==> src/source/alu_pkg.sv <==
// Execute stage package with data widths, operand sizes, opcodes and EFLAGS layout
package alu_pkg;

	// --------------------------------------------------
	// Widths
	// --------------------------------------------------
	localparam int word_w  = 32;
	localparam int flags_w = 32;

	// Operand and result word
	typedef logic [word_w-1:0] word_t;

	// Architectural EFLAGS, only seven bits ever set
	typedef logic [flags_w-1:0] eflags_t;

	// Operand size code
	typedef logic [1:0] size_t;

	// --------------------------------------------------
	// Operand size codes
	// --------------------------------------------------
	// Code 3 is treated as dword
	localparam size_t size_byte  = 2'd0;
	localparam size_t size_word  = 2'd1;
	localparam size_t size_dword = 2'd2;

	// Opcodes as seen by the stage
	typedef enum logic [2:0] {
		alu_add = 3'd0,
		alu_or  = 3'd1,
		alu_not = 3'd2,
		alu_daa = 3'd3,
		alu_and = 3'd4,
		alu_cld = 3'd5,
		alu_cmp = 3'd6,
		alu_std = 3'd7
	} alu_op_t;

	// --------------------------------------------------
	// EFLAGS bit positions
	// --------------------------------------------------
	localparam int flag_cf = 0;
	localparam int flag_pf = 2;
	localparam int flag_af = 4;
	localparam int flag_zf = 6;
	localparam int flag_sf = 7;
	localparam int flag_df = 10;
	localparam int flag_of = 11;

	// Value after reset, also the base for every unit's flag word
	localparam eflags_t eflags_reset = '0;

endpackage

==> src/source/alu_arith.sv <==
// Adder and subtractor for ADD and CMP with carry taps and arithmetic flags
module alu_arith (
	input  alu_pkg::word_t   a,
	input  alu_pkg::word_t   b,
	input  alu_pkg::size_t   datasize,
	input  logic             subtract,
	output alu_pkg::word_t   result,
	output alu_pkg::eflags_t flags
);

	// Inverted b plus carry-in gives a minus b
	alu_pkg::word_t   b_eff;
	logic [32:0]      full_sum;
	// Carry into each bit position, bit 0 is the carry-in
	alu_pkg::word_t   carry_in;
	// Carry out of the top bit at the chosen size
	logic             size_carry;
	logic             cf;
	logic             af;
	alu_pkg::eflags_t base_flags;

	assign b_eff    = subtract ? ~b : b;
	assign full_sum = {1'b0, a} + {1'b0, b_eff} + {32'b0, subtract};
	assign carry_in = a ^ b_eff ^ full_sum[31:0];
	assign result   = full_sum[31:0];

	// --------------------------------------------------
	// Carry taps
	// --------------------------------------------------
	always_comb begin
		case (datasize)
			alu_pkg::size_byte: size_carry = carry_in[8];
			alu_pkg::size_word: size_carry = carry_in[16];
			default:            size_carry = full_sum[32];
		endcase
	end

	// Borrow is the inverted carry when subtracting
	assign cf = size_carry ^ subtract;
	// Nibble carry, or borrow from bit 3
	assign af = carry_in[4] ^ subtract;

	alu_flag_logic u_flags (
		.result    (result),
		.a         (a),
		.b         (b),
		.datasize  (datasize),
		.carry_out (cf),
		.subtract  (subtract),
		.flags     (base_flags)
	);

	// Only AF is added on top of the common flags
	always_comb begin
		flags = base_flags;
		flags[alu_pkg::flag_af] = af;
	end

endmodule

==> src/source/alu_core.sv <==
// Combinational ALU that runs all units in parallel and selects by opcode
module alu_core (
	input  alu_pkg::word_t   a,
	input  alu_pkg::word_t   b,
	input  alu_pkg::alu_op_t op,
	input  alu_pkg::size_t   datasize,
	input  logic             cf_in,
	input  logic             af_in,
	output alu_pkg::word_t   result,
	output alu_pkg::eflags_t flags
);

	alu_pkg::word_t   add_result;
	alu_pkg::word_t   cmp_result;
	alu_pkg::word_t   logic_result;
	alu_pkg::word_t   daa_result;
	alu_pkg::eflags_t add_flags;
	alu_pkg::eflags_t cmp_flags;
	alu_pkg::eflags_t logic_flags;
	alu_pkg::eflags_t daa_flags;

	// --------------------------------------------------
	// Units
	// --------------------------------------------------
	alu_arith u_add (
		.a        (a),
		.b        (b),
		.datasize (datasize),
		.subtract (1'b0),
		.result   (add_result),
		.flags    (add_flags)
	);

	// a minus b, difference goes out as result
	alu_arith u_cmp (
		.a        (a),
		.b        (b),
		.datasize (datasize),
		.subtract (1'b1),
		.result   (cmp_result),
		.flags    (cmp_flags)
	);

	alu_logic_unit u_logic (
		.a        (a),
		.b        (b),
		.datasize (datasize),
		.op       (op),
		.result   (logic_result),
		.flags    (logic_flags)
	);

	alu_daa u_daa (
		.a      (a),
		.cf_in  (cf_in),
		.af_in  (af_in),
		.result (daa_result),
		.flags  (daa_flags)
	);

	// Output select
	always_comb begin
		// CLD and STD: zero result, DF handled in the flag register
		result = '0;
		flags  = alu_pkg::eflags_reset;
		case (op)
			alu_pkg::alu_add: begin
				result = add_result;
				flags  = add_flags;
			end
			alu_pkg::alu_cmp: begin
				result = cmp_result;
				flags  = cmp_flags;
			end
			alu_pkg::alu_and, alu_pkg::alu_or, alu_pkg::alu_not: begin
				result = logic_result;
				flags  = logic_flags;
			end
			alu_pkg::alu_daa: begin
				result = daa_result;
				flags  = daa_flags;
			end
			default: begin
				result = '0;
				flags  = alu_pkg::eflags_reset;
			end
		endcase
	end

endmodule

==> src/source/alu_daa.sv <==
// Decimal adjust of the low byte after a packed BCD add, with its own flags
module alu_daa (
	input  alu_pkg::word_t   a,
	input  logic             cf_in,
	input  logic             af_in,
	output alu_pkg::word_t   result,
	output alu_pkg::eflags_t flags
);

	logic [7:0] al;
	logic [7:0] al_step1;
	logic [7:0] al_step2;
	// Adjust requests for each digit
	logic       low_adj;
	logic       high_adj;

	assign al = a[7:0];

	// --------------------------------------------------
	// Low digit
	// --------------------------------------------------
	// Nibble past 9 or a carry out of it last time
	assign low_adj  = (al[3:0] > 4'd9) || af_in;
	assign al_step1 = low_adj ? al + 8'h06 : al;

	// --------------------------------------------------
	// High digit
	// --------------------------------------------------
	// Decided on the original byte, not on step 1
	assign high_adj = (al > 8'h99) || cf_in;
	assign al_step2 = high_adj ? al_step1 + 8'h60 : al_step1;

	// Upper bytes are cleared
	assign result = {24'b0, al_step2};

	always_comb begin
		flags = alu_pkg::eflags_reset;
		flags[alu_pkg::flag_af] = low_adj;
		flags[alu_pkg::flag_cf] = high_adj;
		flags[alu_pkg::flag_zf] = (al_step2 == 8'h00);
		flags[alu_pkg::flag_pf] = ~^al_step2;
		// BCD is unsigned so SF stays low
		flags[alu_pkg::flag_sf] = 1'b0;
		flags[alu_pkg::flag_of] = 1'b0;
	end

endmodule

==> src/source/alu_flag_logic.sv <==
// Size-aware SF, ZF, PF, CF and OF generation for one ALU result
module alu_flag_logic (
	input  alu_pkg::word_t   result,
	input  alu_pkg::word_t   a,
	input  alu_pkg::word_t   b,
	input  alu_pkg::size_t   datasize,
	input  logic             carry_out,
	input  logic             subtract,
	output alu_pkg::eflags_t flags
);

	// Second operand as the adder really sees it
	alu_pkg::word_t b_eff;
	// Mask for the zero test
	alu_pkg::word_t size_mask;
	// Sign bits at the selected size
	logic r_sign;
	logic a_sign;
	logic b_sign;

	assign b_eff = subtract ? ~b : b;

	// Pick top bit and mask by operand size
	always_comb begin
		case (datasize)
			alu_pkg::size_byte: begin
				size_mask = 32'h0000_00ff;
				r_sign    = result[7];
				a_sign    = a[7];
				b_sign    = b_eff[7];
			end
			alu_pkg::size_word: begin
				size_mask = 32'h0000_ffff;
				r_sign    = result[15];
				a_sign    = a[15];
				b_sign    = b_eff[15];
			end
			alu_pkg::size_dword: begin
				size_mask = 32'hffff_ffff;
				r_sign    = result[31];
				a_sign    = a[31];
				b_sign    = b_eff[31];
			end
			default: begin
				// Code 3 acts as dword
				size_mask = 32'hffff_ffff;
				r_sign    = result[31];
				a_sign    = a[31];
				b_sign    = b_eff[31];
			end
		endcase
	end

	always_comb begin
		flags = alu_pkg::eflags_reset;
		flags[alu_pkg::flag_sf] = r_sign;
		flags[alu_pkg::flag_zf] = ((result & size_mask) == '0);
		// Even parity of low byte only
		flags[alu_pkg::flag_pf] = ~^result[7:0];
		// Carry already resolved at the size boundary by the caller
		flags[alu_pkg::flag_cf] = carry_out;
		// Same-signed inputs giving a differently signed result
		flags[alu_pkg::flag_of] = (a_sign == b_sign) && (r_sign != a_sign);
	end

endmodule

==> src/source/alu_logic_unit.sv <==
// Bitwise AND, OR and NOT with logical-operation flags
module alu_logic_unit (
	input  alu_pkg::word_t   a,
	input  alu_pkg::word_t   b,
	input  alu_pkg::size_t   datasize,
	input  alu_pkg::alu_op_t op,
	output alu_pkg::word_t   result,
	output alu_pkg::eflags_t flags
);

	alu_pkg::eflags_t base_flags;

	always_comb begin
		case (op)
			alu_pkg::alu_and: result = a & b;
			alu_pkg::alu_or:  result = a | b;
			alu_pkg::alu_not: result = ~a;
			// Other opcodes never reach this result
			default:          result = ~a;
		endcase
	end

	// No carry chain here
	alu_flag_logic u_flags (
		.result    (result),
		.a         (a),
		.b         (b),
		.datasize  (datasize),
		.carry_out (1'b0),
		.subtract  (1'b0),
		.flags     (base_flags)
	);

	// Logical ops keep SF, ZF, PF and clear the rest
	always_comb begin
		flags = base_flags;
		flags[alu_pkg::flag_of] = 1'b0;
		flags[alu_pkg::flag_cf] = 1'b0;
		flags[alu_pkg::flag_af] = 1'b0;
	end

endmodule

==> src/source/eflags_reg.sv <==
// Architectural EFLAGS register with per-opcode write rules and DF control
module eflags_reg (
	input  logic             clk,
	input  logic             rst_n,
	input  logic             in_valid,
	input  alu_pkg::alu_op_t op,
	input  alu_pkg::eflags_t alu_flags,
	output alu_pkg::eflags_t eflags,
	output logic             cf_fwd,
	output logic             af_fwd
);

	alu_pkg::eflags_t eflags_next;

	// --------------------------------------------------
	// Write rules
	// --------------------------------------------------
	always_comb begin
		eflags_next = eflags;
		case (op)
			alu_pkg::alu_add, alu_pkg::alu_or, alu_pkg::alu_and,
			alu_pkg::alu_cmp, alu_pkg::alu_daa: begin
				// All status flags replaced, DF kept
				eflags_next = alu_flags;
				eflags_next[alu_pkg::flag_df] = eflags[alu_pkg::flag_df];
			end
			alu_pkg::alu_cld: eflags_next[alu_pkg::flag_df] = 1'b0;
			alu_pkg::alu_std: eflags_next[alu_pkg::flag_df] = 1'b1;
			// NOT leaves EFLAGS alone
			default:          eflags_next = eflags;
		endcase
	end

	always_ff @(posedge clk or negedge rst_n) begin
		if (!rst_n) begin
			eflags <= alu_pkg::eflags_reset;
		end else if (in_valid) begin
			eflags <= eflags_next;
		end
	end

	// Stored carries feed the next op's DAA
	assign cf_fwd = eflags[alu_pkg::flag_cf];
	assign af_fwd = eflags[alu_pkg::flag_af];

endmodule

==> src/source/exec_stage.sv <==
// Integer execute stage top with one register stage around the ALU and EFLAGS
module exec_stage (
	input  logic             clk,
	input  logic             rst_n,
	input  logic             in_valid,
	input  alu_pkg::alu_op_t op,
	input  alu_pkg::size_t   datasize,
	input  alu_pkg::word_t   a,
	input  alu_pkg::word_t   b,
	output logic             out_valid,
	output alu_pkg::word_t   result,
	output alu_pkg::eflags_t eflags
);

	alu_pkg::word_t   alu_result;
	alu_pkg::eflags_t alu_flags;
	// Flags from the last accepted op
	logic             cf_in;
	logic             af_in;

	alu_core u_alu (
		.a        (a),
		.b        (b),
		.op       (op),
		.datasize (datasize),
		.cf_in    (cf_in),
		.af_in    (af_in),
		.result   (alu_result),
		.flags    (alu_flags)
	);

	eflags_reg u_eflags (
		.clk       (clk),
		.rst_n     (rst_n),
		.in_valid  (in_valid),
		.op        (op),
		.alu_flags (alu_flags),
		.eflags    (eflags),
		.cf_fwd    (cf_in),
		.af_fwd    (af_in)
	);

	// Result and strobe register
	always_ff @(posedge clk or negedge rst_n) begin
		if (!rst_n) begin
			out_valid <= 1'b0;
			result    <= '0;
		end else begin
			out_valid <= in_valid;
			if (in_valid) begin
				result <= alu_result;
			end
		end
	end

endmodule

==> config.mk <==
export PLATFORM = sky130hd
export DESIGN_NAME = exec_stage
export DESIGN_NICKNAME = d
export VERILOG_FILES = /design/src/source/alu_pkg.sv /design/src/source/alu_arith.sv /design/src/source/alu_core.sv /design/src/source/alu_daa.sv /design/src/source/alu_flag_logic.sv /design/src/source/alu_logic_unit.sv /design/src/source/eflags_reg.sv /design/src/source/exec_stage.sv
export SDC_FILE = /design/constraint.sdc
export NUM_CORES = 1
export LEC_CHECK = 0
export ABC_AREA = 1
export BUFFER_PORTS_ARGS = -buffer_cell sky130_fd_sc_hd__buf_2
export CAP_MARGIN = 40
export CORE_UTILIZATION = 61
export CTS_CLUSTER_DIAMETER = 150
export DETAILED_ROUTE_END_ITERATION = 12
export PLACE_DENSITY = 0.84
export SETUP_SLACK_MARGIN = 0.15
export SKIP_CTS_REPAIR_TIMING = 1
export SYNTH_ARGS = -nofsm -noshare
export SYNTH_HDL_FRONTEND = slang
export SYNTH_SLANG_ARGS = --single-unit
==> constraint.sdc <==
create_clock -name clk -period 3 [get_ports clk]
set_clock_uncertainty 0.2 [all_clocks]
set_input_delay 0.15 -clock clk [delete_from_list [all_inputs] [get_ports clk]]
set_output_delay 0.15 -clock clk [all_outputs]
set_load 0.01 [all_outputs]
==> metrics.md, run 1 <==
| Metric | Value |
|---|---|
| Count of nets after finishing | `2,077` |
| Number of flip-flops in the largest register | `32` |
| #FFs+latches synth | `40` |
| Initial Utilization | `between 60% and 70%` |
| DR vias/cell | `5.73` |
| VDD IR max | `0.000280 V` |
| FMAX | `357 MHz` |
| Synth top area cells | `nand2_1, ha_1, inv_1` |
| Minimum clock period | `between 2 and 3 ns` |
| Core region area | `approximately 0.015 mm2` |
| Min-delay worst type | `input pin to asynchronous set/reset pin` |
| Mean Syn Cell Area | `~5.5 um2` |
| Antenna viol nets, final | `0` |
| Die ar. | `about 0.016 mm2` |
| Actual slew at the worst max-slew pin | `approximately 0.8 ns` |
| Post-Syn Instances | `1,778` |
| Fin util | `between 60% and 70%` |
| Largest net degree at the start of global routing | `37` |
| Cell taking the most area after synthesis | `nand2_1` |
| Crit path launch type | `flop` |
| Share of cells above drive strength 1 | `about a tenth` |
| Dpl hpwl | `between 30 and 40 mm` |
| Avg WL per Cell | `18.4 um` |
| Max clock buf depth | `2` |
| Area Growth Syn to Fin | `10.1%` |
| DR vias | `12,000` |
| Grt total ovfl | `0` |
| Arrival @ worst endpoint | `around 2.7 ns` |
| Die Height | `approximately 130 um` |
| Worst-path clk slew | `~0.060 ns` |
| Initial DRC count | `1,358` |
| Commonest non-fill, non-tap cells in the layout | `nand2_1, inv_1, nand3_1` |
| Number of global-route vias before repair | `between 10,000 and 15,000` |
| YS warnings | `0` |
| Top_reg_cell synth | `dfrtp_1` |
| First-pass GRT wire length | `58.2 mm` |
| Initial DRT Pass Iterations | `9` |
| Clk Latency, worst-skew pair | `about 0.29 ns` |
| Die Width | `approximately 130 um` |
| Status | `finished, final reports clean` |
| Unrepaired setup endpoints after global routing | `yes` |
| Number of antenna violations at the first check in global routing | `0` |
| Final setup fails | `0` |
| Num ports | `about 140` |
| Root buffer cell | `clkbuf_16` |
| Leakage Power | `0.00658 uW` |
| Area share of the largest cell type after synthesis | `a little under a quarter` |
| Fin. max-slew vios | `0` |
| Detailed-route wire length | `approximately 38 mm` |
| Maxcap violations | `0` |
| Final hold viol count | `0` |
| Distinct cells, synth | `43` |
| GRT Overall Usage | `roughly 47%` |
| Post-Syn Area | `about 0.0097 mm2` |
| Post-synthesis sequential area ratio | `around a tenth` |
| CTS Buf Count | `5` |
| Tcrit/Tclk final | `just over 90%` |
| CTS tree | `yes` |
| PD cells | `approximately 320 mW/mm2` |
| Post-route DRC violation count | `0` |
| Relative slew slack | `~47%` |
| Ys async rst share | `100%` |
| N_diodes | `0` |
| Most common cell after layout, fill and taps aside | `nand2_1` |
| Setup TNS | `0 ns` |
| Crit-path max FO | `3` |
| Critical path required time | `2.94 ns` |
| Clock sinks | `40` |
| Routability congestion estimate | `about 1.1` |
| EDFF count, synth | `0` |
| Crit path kind | `flop to flop` |
| I/O Buffers | `111` |
| CP Capture Type | `flop` |
| Post-DP Area | `between 0.01 and 0.015 mm2` |
| Final Instance Area | `0.0107 mm2` |
| H-tree Lvls | `2` |
| Row count | `45` |
through the flow:
step                hold WS [ns]  cells  setup slack [ns]  total power [uW]
floorplan                 -0.346   1802             0.301              2060
global placement           0.109   2079             0.113              2690
detailed placement        -0.212   2080            0.0393              2720
CTS                       -0.516   2088             0.186              3340
global route              0.0256   2091             0.112              3680
finish                    0.0129   2091             0.197              3460
logic make-up (layout without fill, tap and decap cells):
family,Yosys count,count (layout),share of synthesized area [%]
simple gates,953,953,40.5
buf+inv,441,519,18.8
compound gates,186,186,11.2
fa+ha+maj,126,126,16.3
flops,40,40,10.3
xor+xnor,30,30,2.70
other cells,1,25,0.0385
mux,1,1,0.116
layout make-up:
class | instances | area (um2)
Inverter | 360 | 1350
Tap cell | 211 | 264
Fill cell | 1506 | 4650
Multi-Input combinational cell | 1321 | 7050
Clock inverter | 3 | 42.5
Timing Repair Buffer | 151 | 886
Clock buffer | 5 | 125
Sequential cell | 40 | 1000
cells in the mapped netlist (6+ instances only):
master / count
clkbuf_1: 22
buf_2: 22
nand2_1: 596
nor2_2: 6
dfrtp_1: 40
ha_1: 124
inv_1: 357
a21oi_1: 71
xnor2_1: 11
nor3_1: 11
o22ai_1: 44
buf_4: 31
o21ai_0: 33
nand4_1: 31
nor2_1: 137
xor2_1: 19
o211ai_1: 17
nand3_1: 154
final timing paths:
| kind | startpoint | endpoint | slack [ns] | depth (start not counted) |
|---|---|---|---|---|
| worst max-delay path | u_eflags.eflags[4] | u_eflags.eflags[2] | 0.20 | 13 |
| worst min-delay path | rst_n | result[5] | 0.01 | 2 |
| worst max register to register | u_eflags.eflags[4] | u_eflags.eflags[2] | 0.20 | 13 |
| worst min register to register | result[11] | result[11] | 0.27 | 2 |
| max in group asynchronous | rst_n | u_eflags.eflags[6] | 2.15 | 3 |
| min in group clk | in_valid | out_valid | 0.02 | 1 |
worst max-delay path, stage by stage (launching register included):
cell and delay [ns]:
dfrtp_1 0.36, inv_2 0.07, nand2_2 0.07, nand4_1 0.16
xor2_2 0.24, ha_2 0.19, or2_4 0.23, xnor2_2 0.14
ha_1 0.31, xor2_1 0.18, xnor2_1 0.17, nor2_1 0.07
a21oi_1 0.15, a41oi_1 0.13
power breakdown:
group	switching, uW	total [uW]	internal [uW]
sequential	47.4	665	618
combinational	1460	2170	716
clock	230	621	391
total	1740	3460	1720
metal layers:
metal  up-vias  GRT usage, %  share of wire, %
met5         -             0                 0
met4         0          38.8               9.6
met3       219          10.6                11
met2       777          76.4                44
met1      5301          52.4                35
li1       5675             -                 -
Power figures use the tool's default switching activity.
==> inputs of run 2 (changes only) <==
--- a/config.mk
+++ b/config.mk
@@ -11,7 +11,8 @@
 export CORE_UTILIZATION = 61
 export CTS_CLUSTER_DIAMETER = 150
 export DETAILED_ROUTE_END_ITERATION = 12
-export PLACE_DENSITY = 0.84
+export PLACE_DENSITY = 0.95
+export RECOVER_POWER = 25
 export SETUP_SLACK_MARGIN = 0.15
 export SKIP_CTS_REPAIR_TIMING = 1
 export SYNTH_ARGS = -nofsm -noshare
==> run 2 against run 1 <==
The flow now finishes with violations (negative hold slack, max-capacitance violations, max-slew violations); flip-flop and latch count stayed put; die area stayed put; clock-buffer cell count is 1 higher; first-iteration DRC count is 9.1% higher; worst hold slack worse by 0.013 ns; fmax is 1.1% higher; global-route usage is 0.17 points lower; cell count is 0.19% higher; sequential share of layout area hardly changed; via count is 1.1% higher; combinational power is 2% higher; highest routed layer unchanged.
==> metrics.md, run 2 (same netlist as run 1, synthesis figures left out) <==
| Metric | Value |
|---|---|
| Status | `finished with violations` |
| Failing checks | `negative hold slack, max-capacitance violations, max-slew violations` |
| Hold_ws | `-0.000160 ns` |
| First-pass GRT wire length | `approximately 58 mm` |
| Die Width | `~130 um` |
| FMAX | `about 360 MHz` |
| Tcrit/Tclk final | `92.4%` |
| Number of flip-flops in the largest register | `32` |
| Setup TNS | `0 ns` |
| H-tree Lvls | `2` |
| Final hold viol count | `1` |
| N_diodes | `0` |
| Root buffer cell | `clkbuf_16` |
| Antenna viol nets, final | `0` |
| Clk Latency, worst-skew pair | `around 0.29 ns` |
| Crit-path max FO | `9` |
| VDD IR max | `0.000468 V` |
| Dpl hpwl | `31.6 mm` |
| Crit path kind | `input pin to flop` |
| Reg-to-reg endpoint | `u_eflags.eflags[2]` |
| Number of antenna violations at the first check in global routing | `0` |
| Minimum clock period | `2.77 ns` |
| Max clock buf depth | `2` |
| Row count | `45` |
| Avg WL per Cell | `18.4 um` |
| Crit path launch type | `input pin` |
| Commonest non-fill, non-tap cells in the layout | `nand2_1, inv_1, nand3_1` |
| Actual slew at the worst max-slew pin | `roughly 1.8 ns` |
| Maxcap violations | `1` |
| Die ar. | `roughly 0.016 mm2` |
| Min-delay worst type | `input pin to asynchronous set/reset pin` |
| Unrepaired setup endpoints after global routing | `yes` |
| Num ports | `about 140` |
| CTS tree | `yes` |
| Core region area | `approximately 0.015 mm2` |
| Detailed-route wire length | `38.6 mm` |
| Post-Place Setup Slack | `-0.0204 ns` |
| Leakage Power | `about 0.0066 uW` |
| Post-route setup slack | `0.228 ns` |
| Worst-path clk slew | `approximately 0.060 ns` |
| GRT Overall Usage | `approximately 47%` |
| Routability congestion estimate | `1.14` |
| Final cell count without fillers | `2,095` |
| Power, Total | `around 3500 uW` |
| DR vias/cell | `5.78` |
| Fin util | `approximately 70%` |
| PD cells | `about 320 mW/mm2` |
| Die Height | `between 100 and 150 um` |
| Largest net degree at the start of global routing | `40` |
| Relative slew slack | `-22.0%` |
| CP Capture Type | `flop` |
| Critical path required time | `between 3 and 4 ns` |
| Reg2Reg Depth | `13` |
| Initial DRT Pass Iterations | `7` |
| Initial DRC count | `between 1,000 and 1,500` |
| Share of cells above drive strength 1 | `10.6%` |
| Arrival @ worst endpoint | `about 2.8 ns` |
| Area Growth Syn to Fin | `10.4%` |
| Initial Utilization | `~63%` |
| Grt total ovfl | `0` |
| Final setup fails | `0` |
| Fill cells | `around 1,500` |
| Post-route DRC violation count | `0` |
| DR vias | `roughly 12,000` |
| Dpl cells | `2,084` |
| Reg2reg setup slack | `roughly 0.27 ns` |
| Reg-to-reg startpoint | `u_eflags.eflags[4]` |
| Count of nets after finishing | `2,081` |
| Clock sinks | `40` |
| CTS Buf Count | `5` |
| Most common cell after layout, fill and taps aside | `nand2_1` |
| Fin. max-slew vios | `40` |
| I/O Buffers | `about 110` |
| Number of global-route vias before repair | `11,500` |
## run 2: how the worst max path moves through the flow
stage,from,end,slack (ns),cells after the start
final,a[11],u_eflags.eflags[6],0.23,21
after global routing,rst_n,result[27],0.07,3
after CTS,u_eflags.eflags[4],u_eflags.eflags[2],0.22,13
after detailed placement,a[5],u_eflags.eflags[2],-0.02,15
after global placement,a[5],u_eflags.eflags[2],0.01,15
after floorplan,a[1],u_eflags.eflags[2],0.30,15
## run 2: area by class of cell
cell class	instances	area, um2	share of cell area [%]
clock buffer	6	129	1.20
clock inverter	2	35.0	0.326
inverter	360	1350	12.6
multi-input combinational	1321	7080	65.8
sequential	40	1000	9.31
tap	211	264	2.46
timing repair buffer	155	891	8.29
## run 2: critical path, stage by stage
cell	delay, ns
buf_2	0.12
inv_1	0.06
ha_1	0.46
nand2_1	0.18
nor2_1	0.35
nand2_1	0.17
inv_1	0.08
nand2_1	0.06
nand2_1	0.18
nand2_1	0.16
nand2_1	0.10
nand2_1	0.07
nand3_1	0.10
nand2_1	0.06
inv_1	0.05
nand2_1	0.05
nor2_1	0.12
nand3_1	0.09
nand2_1	0.06
nor2_1	0.04
nor2_1	0.08
## run 2: layer usage
| layer | up-vias | global-route usage [%] | routed length [um] |
|---|---|---|---|
| met3 | 251 | 11.8 | 3970 |
| li1 | 5673 | - | - |
| met4 | 0 | 44.2 | 4030 |
| met5 | - | 0 | 0 |
| met1 | 5354 | 49.1 | 13500 |
| met2 | 825 | 76.5 | 17100 |
## run 2: through the flow
stage / hold WS (ns) / cell area, um2
6_report: -0.000160 / 10700
5_1_grt: 0.0155 / 10700
3_3_place_gp: 0.0989 / 10500
4_1_cts: -0.552 / 10700
2_1_floorplan: -0.346 / 9830
3_5_place_dp: -0.250 / 10500
## run 2: report_power, final
part | switching (uW) | total (uW) | internal (uW) | leakage [uW]
combinational | 1480 | 2210 | 723 | 0.00600
clock | 211 | 602 | 391 | 0.0000808
sequential | 47.8 | 666 | 618 | 0.000512
total | 1740 | 3470 | 1730 | 0.00659
==> inputs of run 3 (changes only) <==
--- a/config.mk
+++ b/config.mk
@@ -11,7 +11,7 @@
 export CORE_UTILIZATION = 61
 export CTS_CLUSTER_DIAMETER = 150
 export DETAILED_ROUTE_END_ITERATION = 12
-export PLACE_DENSITY = 0.95
+export PLACE_DENSITY_LB_ADDON = 0.15
 export RECOVER_POWER = 25
 export SETUP_SLACK_MARGIN = 0.15
 export SKIP_CTS_REPAIR_TIMING = 1
==> run 3 against run 2 <==
The flow finishes with violations (max-capacitance violations, max-slew violations); largest power group unchanged; critical path type unchanged; global-route usage increased by 1.4 points; setup slack got worse by 0.00089 ns; sequential share of layout area decreased by 0.064 points.
==> metrics.md, run 3 (same netlist as run 1, synthesis figures left out) <==
| Metric | Value |
|---|---|
| Worst path slowest cell | `ha_1` |
| Most common cell after layout, fill and taps aside | `nand2_1` |
| PD cells | `317 mW/mm2` |
| First-pass GRT wire length | `slightly below 60 mm` |
| N_diodes | `0` |
| Max clock buf depth | `2` |
| Reg-to-reg startpoint | `u_eflags.eflags[4]` |
| Largest net degree at the start of global routing | `37` |
| Root buffer cell | `clkbuf_16` |
| Initial DRT Pass Iterations | `8` |
| VDD IR max | `0.000281 V` |
| CTS tree | `yes` |
| Arrival @ worst endpoint | `between 2 and 3 ns` |
| CTS Buf Count | `5` |
| CP max stage delay | `0.43 ns` |
| DR vias | `approximately 12,000` |
| H-tree Lvls | `2` |
| Actual slew at the worst max-slew pin | `roughly 1.7 ns` |
| Antenna viol nets, final | `0` |
| Sequential power share | `between 10% and 20%` |
| Number of flip-flops in the largest register | `32` |
| Leakage Power | `around 0.0066 uW` |
| FMAX | `around 360 MHz` |
| Detailed-route wire length | `between 30 and 40 mm` |
| Status | `finished with violations` |
| Minimum clock period | `about 2.8 ns` |
| Dpl hpwl | `roughly 31 mm` |
| Internal Power | `between 1500 and 2000 uW` |
| Area Growth Syn to Fin | `11.1%` |
| Fin. max-slew vios | `37` |
| Routability congestion estimate | `between 1 and 1.5` |
| Clock Power Share | `between 15 and 20%` |
| Commonest non-fill, non-tap cells in the layout | `nand2_1, inv_1, nand3_1` |
| Die Height | `roughly 130 um` |
| Combinational share of power | `between 60% and 70%` |
| Clk Latency, worst-skew pair | `between 0.2 and 0.3 ns` |
| Tcrit/Tclk final | `between 90% and 100%` |
| Initial DRC count | `between 1,000 and 1,500` |
| Count of nets after finishing | `between 2,000 and 2,500` |
| CP Capture Type | `flop` |
| Share of cells above drive strength 1 | `between 10% and 20%` |
| Avg WL per Cell | `around 19 um` |
| Failing checks | `max-capacitance violations, max-slew violations` |
| Crit path cell chain | `buf_2 -> inv_1 -> ha_1 -> nor2_1 -> inv_1 -> nor3_2 -> and2_1 -> nand2_1 -> nand2_1 -> nand2_1 -> nand3_1 -> nand2_1 -> nor2_1 -> nand2_1 -> nor3_2 -> nor2_1 -> nor2_1` |
| Crit-path max FO | `8` |
| Crit-path most repeated cell | `nand2_1` |
| Core region area | `roughly 0.015 mm2` |
| Unrepaired setup endpoints after global routing | `yes` |
| Clock sinks | `40` |
| Final setup fails | `0` |
| Row count | `45` |
| Die Width | `roughly 130 um` |
| DR vias/cell | `around 5.8` |
| Number of antenna violations at the first check in global routing | `0` |
| Number of global-route vias before repair | `roughly 12,000` |
| Switching portion of total power | `roughly half` |
| GRT Overall Usage | `around half` |
| Die ar. | `around 0.016 mm2` |
| Post-route DRC violation count | `0` |
| Num ports | `137` |
| NetSw | `1770 uW` |
| Grt total ovfl | `0` |
| Initial Utilization | `a little under two thirds` |
| Reg2reg setup slack | `approximately 0.24 ns` |
| Reg2Reg Depth | `13` |
| Relative slew slack | `-13.2%` |
| Min-delay worst type | `input pin to asynchronous set/reset pin` |
| Maxcap violations | `1` |
| Fin util | `between 70% and 80%` |
| Reg-to-reg endpoint | `u_eflags.eflags[2]` |
| Fill cells | `1,480` |
| Power, Total | `approximately 3400 uW` |
| Critical path required time | `3.02 ns` |
| Final hold viol count | `0` |
| Crit path kind | `input pin to flop` |
| I/O Buffers | `between 100 and 150` |
| Worst-path clk slew | `~0.06 ns` |
| Crit path launch type | `input pin` |
-- run 3: through the flow --
stage	worst slack, ns	instance area [um2]	hold WS (ns)	TNS [ns]	instances
3_5_place_dp	-0.0715	10600	-0.218	-0.123	2088
2_1_floorplan	0.301	9830	-0.346	0	1802
6_report	0.227	10800	0.0422	0	2099
4_1_cts	0.204	10700	-0.525	0	2096
5_1_grt	0.0915	10800	0.0620	0	2099
3_3_place_gp	-0.0628	10500	0.111	-0.0759	2087
-- run 3: worst max-delay path by stage --
stage	endpoint	cells past startpoint	slack (ns)	start
floorplan	u_eflags.eflags[2]	15	0.30	a[1]
global placement	u_eflags.eflags[2]	16	-0.06	a[6]
detailed placement	u_eflags.eflags[2]	16	-0.07	a[6]
CTS	u_eflags.eflags[2]	13	0.20	u_eflags.eflags[4]
global route	u_eflags.eflags[2]	13	0.09	u_eflags.eflags[4]
finish	u_eflags.eflags[6]	17	0.23	b[15]
-- run 3: cell type report --
cell class | count | area (um2) | area share [%]
repair buffers | 159 | 961 | 8.88
clock buffers | 5 | 125 | 1.16
inverters | 360 | 1350 | 12.5
well taps | 211 | 264 | 2.44
multi-input cells | 1321 | 7100 | 65.6
clock inverters | 3 | 18.8 | 0.173
flip-flops and latches | 40 | 1000 | 9.25
-- run 3: metal layers --
| layer | vias up | GRT usage [%] | share of wire [%] |
|---|---|---|---|
| met5 | - | 0 | 0 |
| met4 | 0 | 45.7 | 11 |
| met3 | 265 | 11.4 | 11 |
| met2 | 807 | 76.7 | 43 |
| met1 | 5335 | 52.6 | 35 |
| li1 | 5681 | - | - |
-- run 3: critical path, delay by kind of cell --
family	cells	cell delay, ns
fa+ha+maj	1	0.43
buf+inv	3	0.52
simple gates	13	1.68
-- run 3: power groups by stage --
stage / clock network, uW / registers, uW / logic, uW
2_1_floorplan: 0 / 703 / 1360
3_3_place_gp: 0 / 667 / 2030
3_5_place_dp: 0 / 672 / 2070
4_1_cts: 533 / 663 / 2080
5_1_grt: 555 / 670 / 2420
6_report: 540 / 666 / 2230
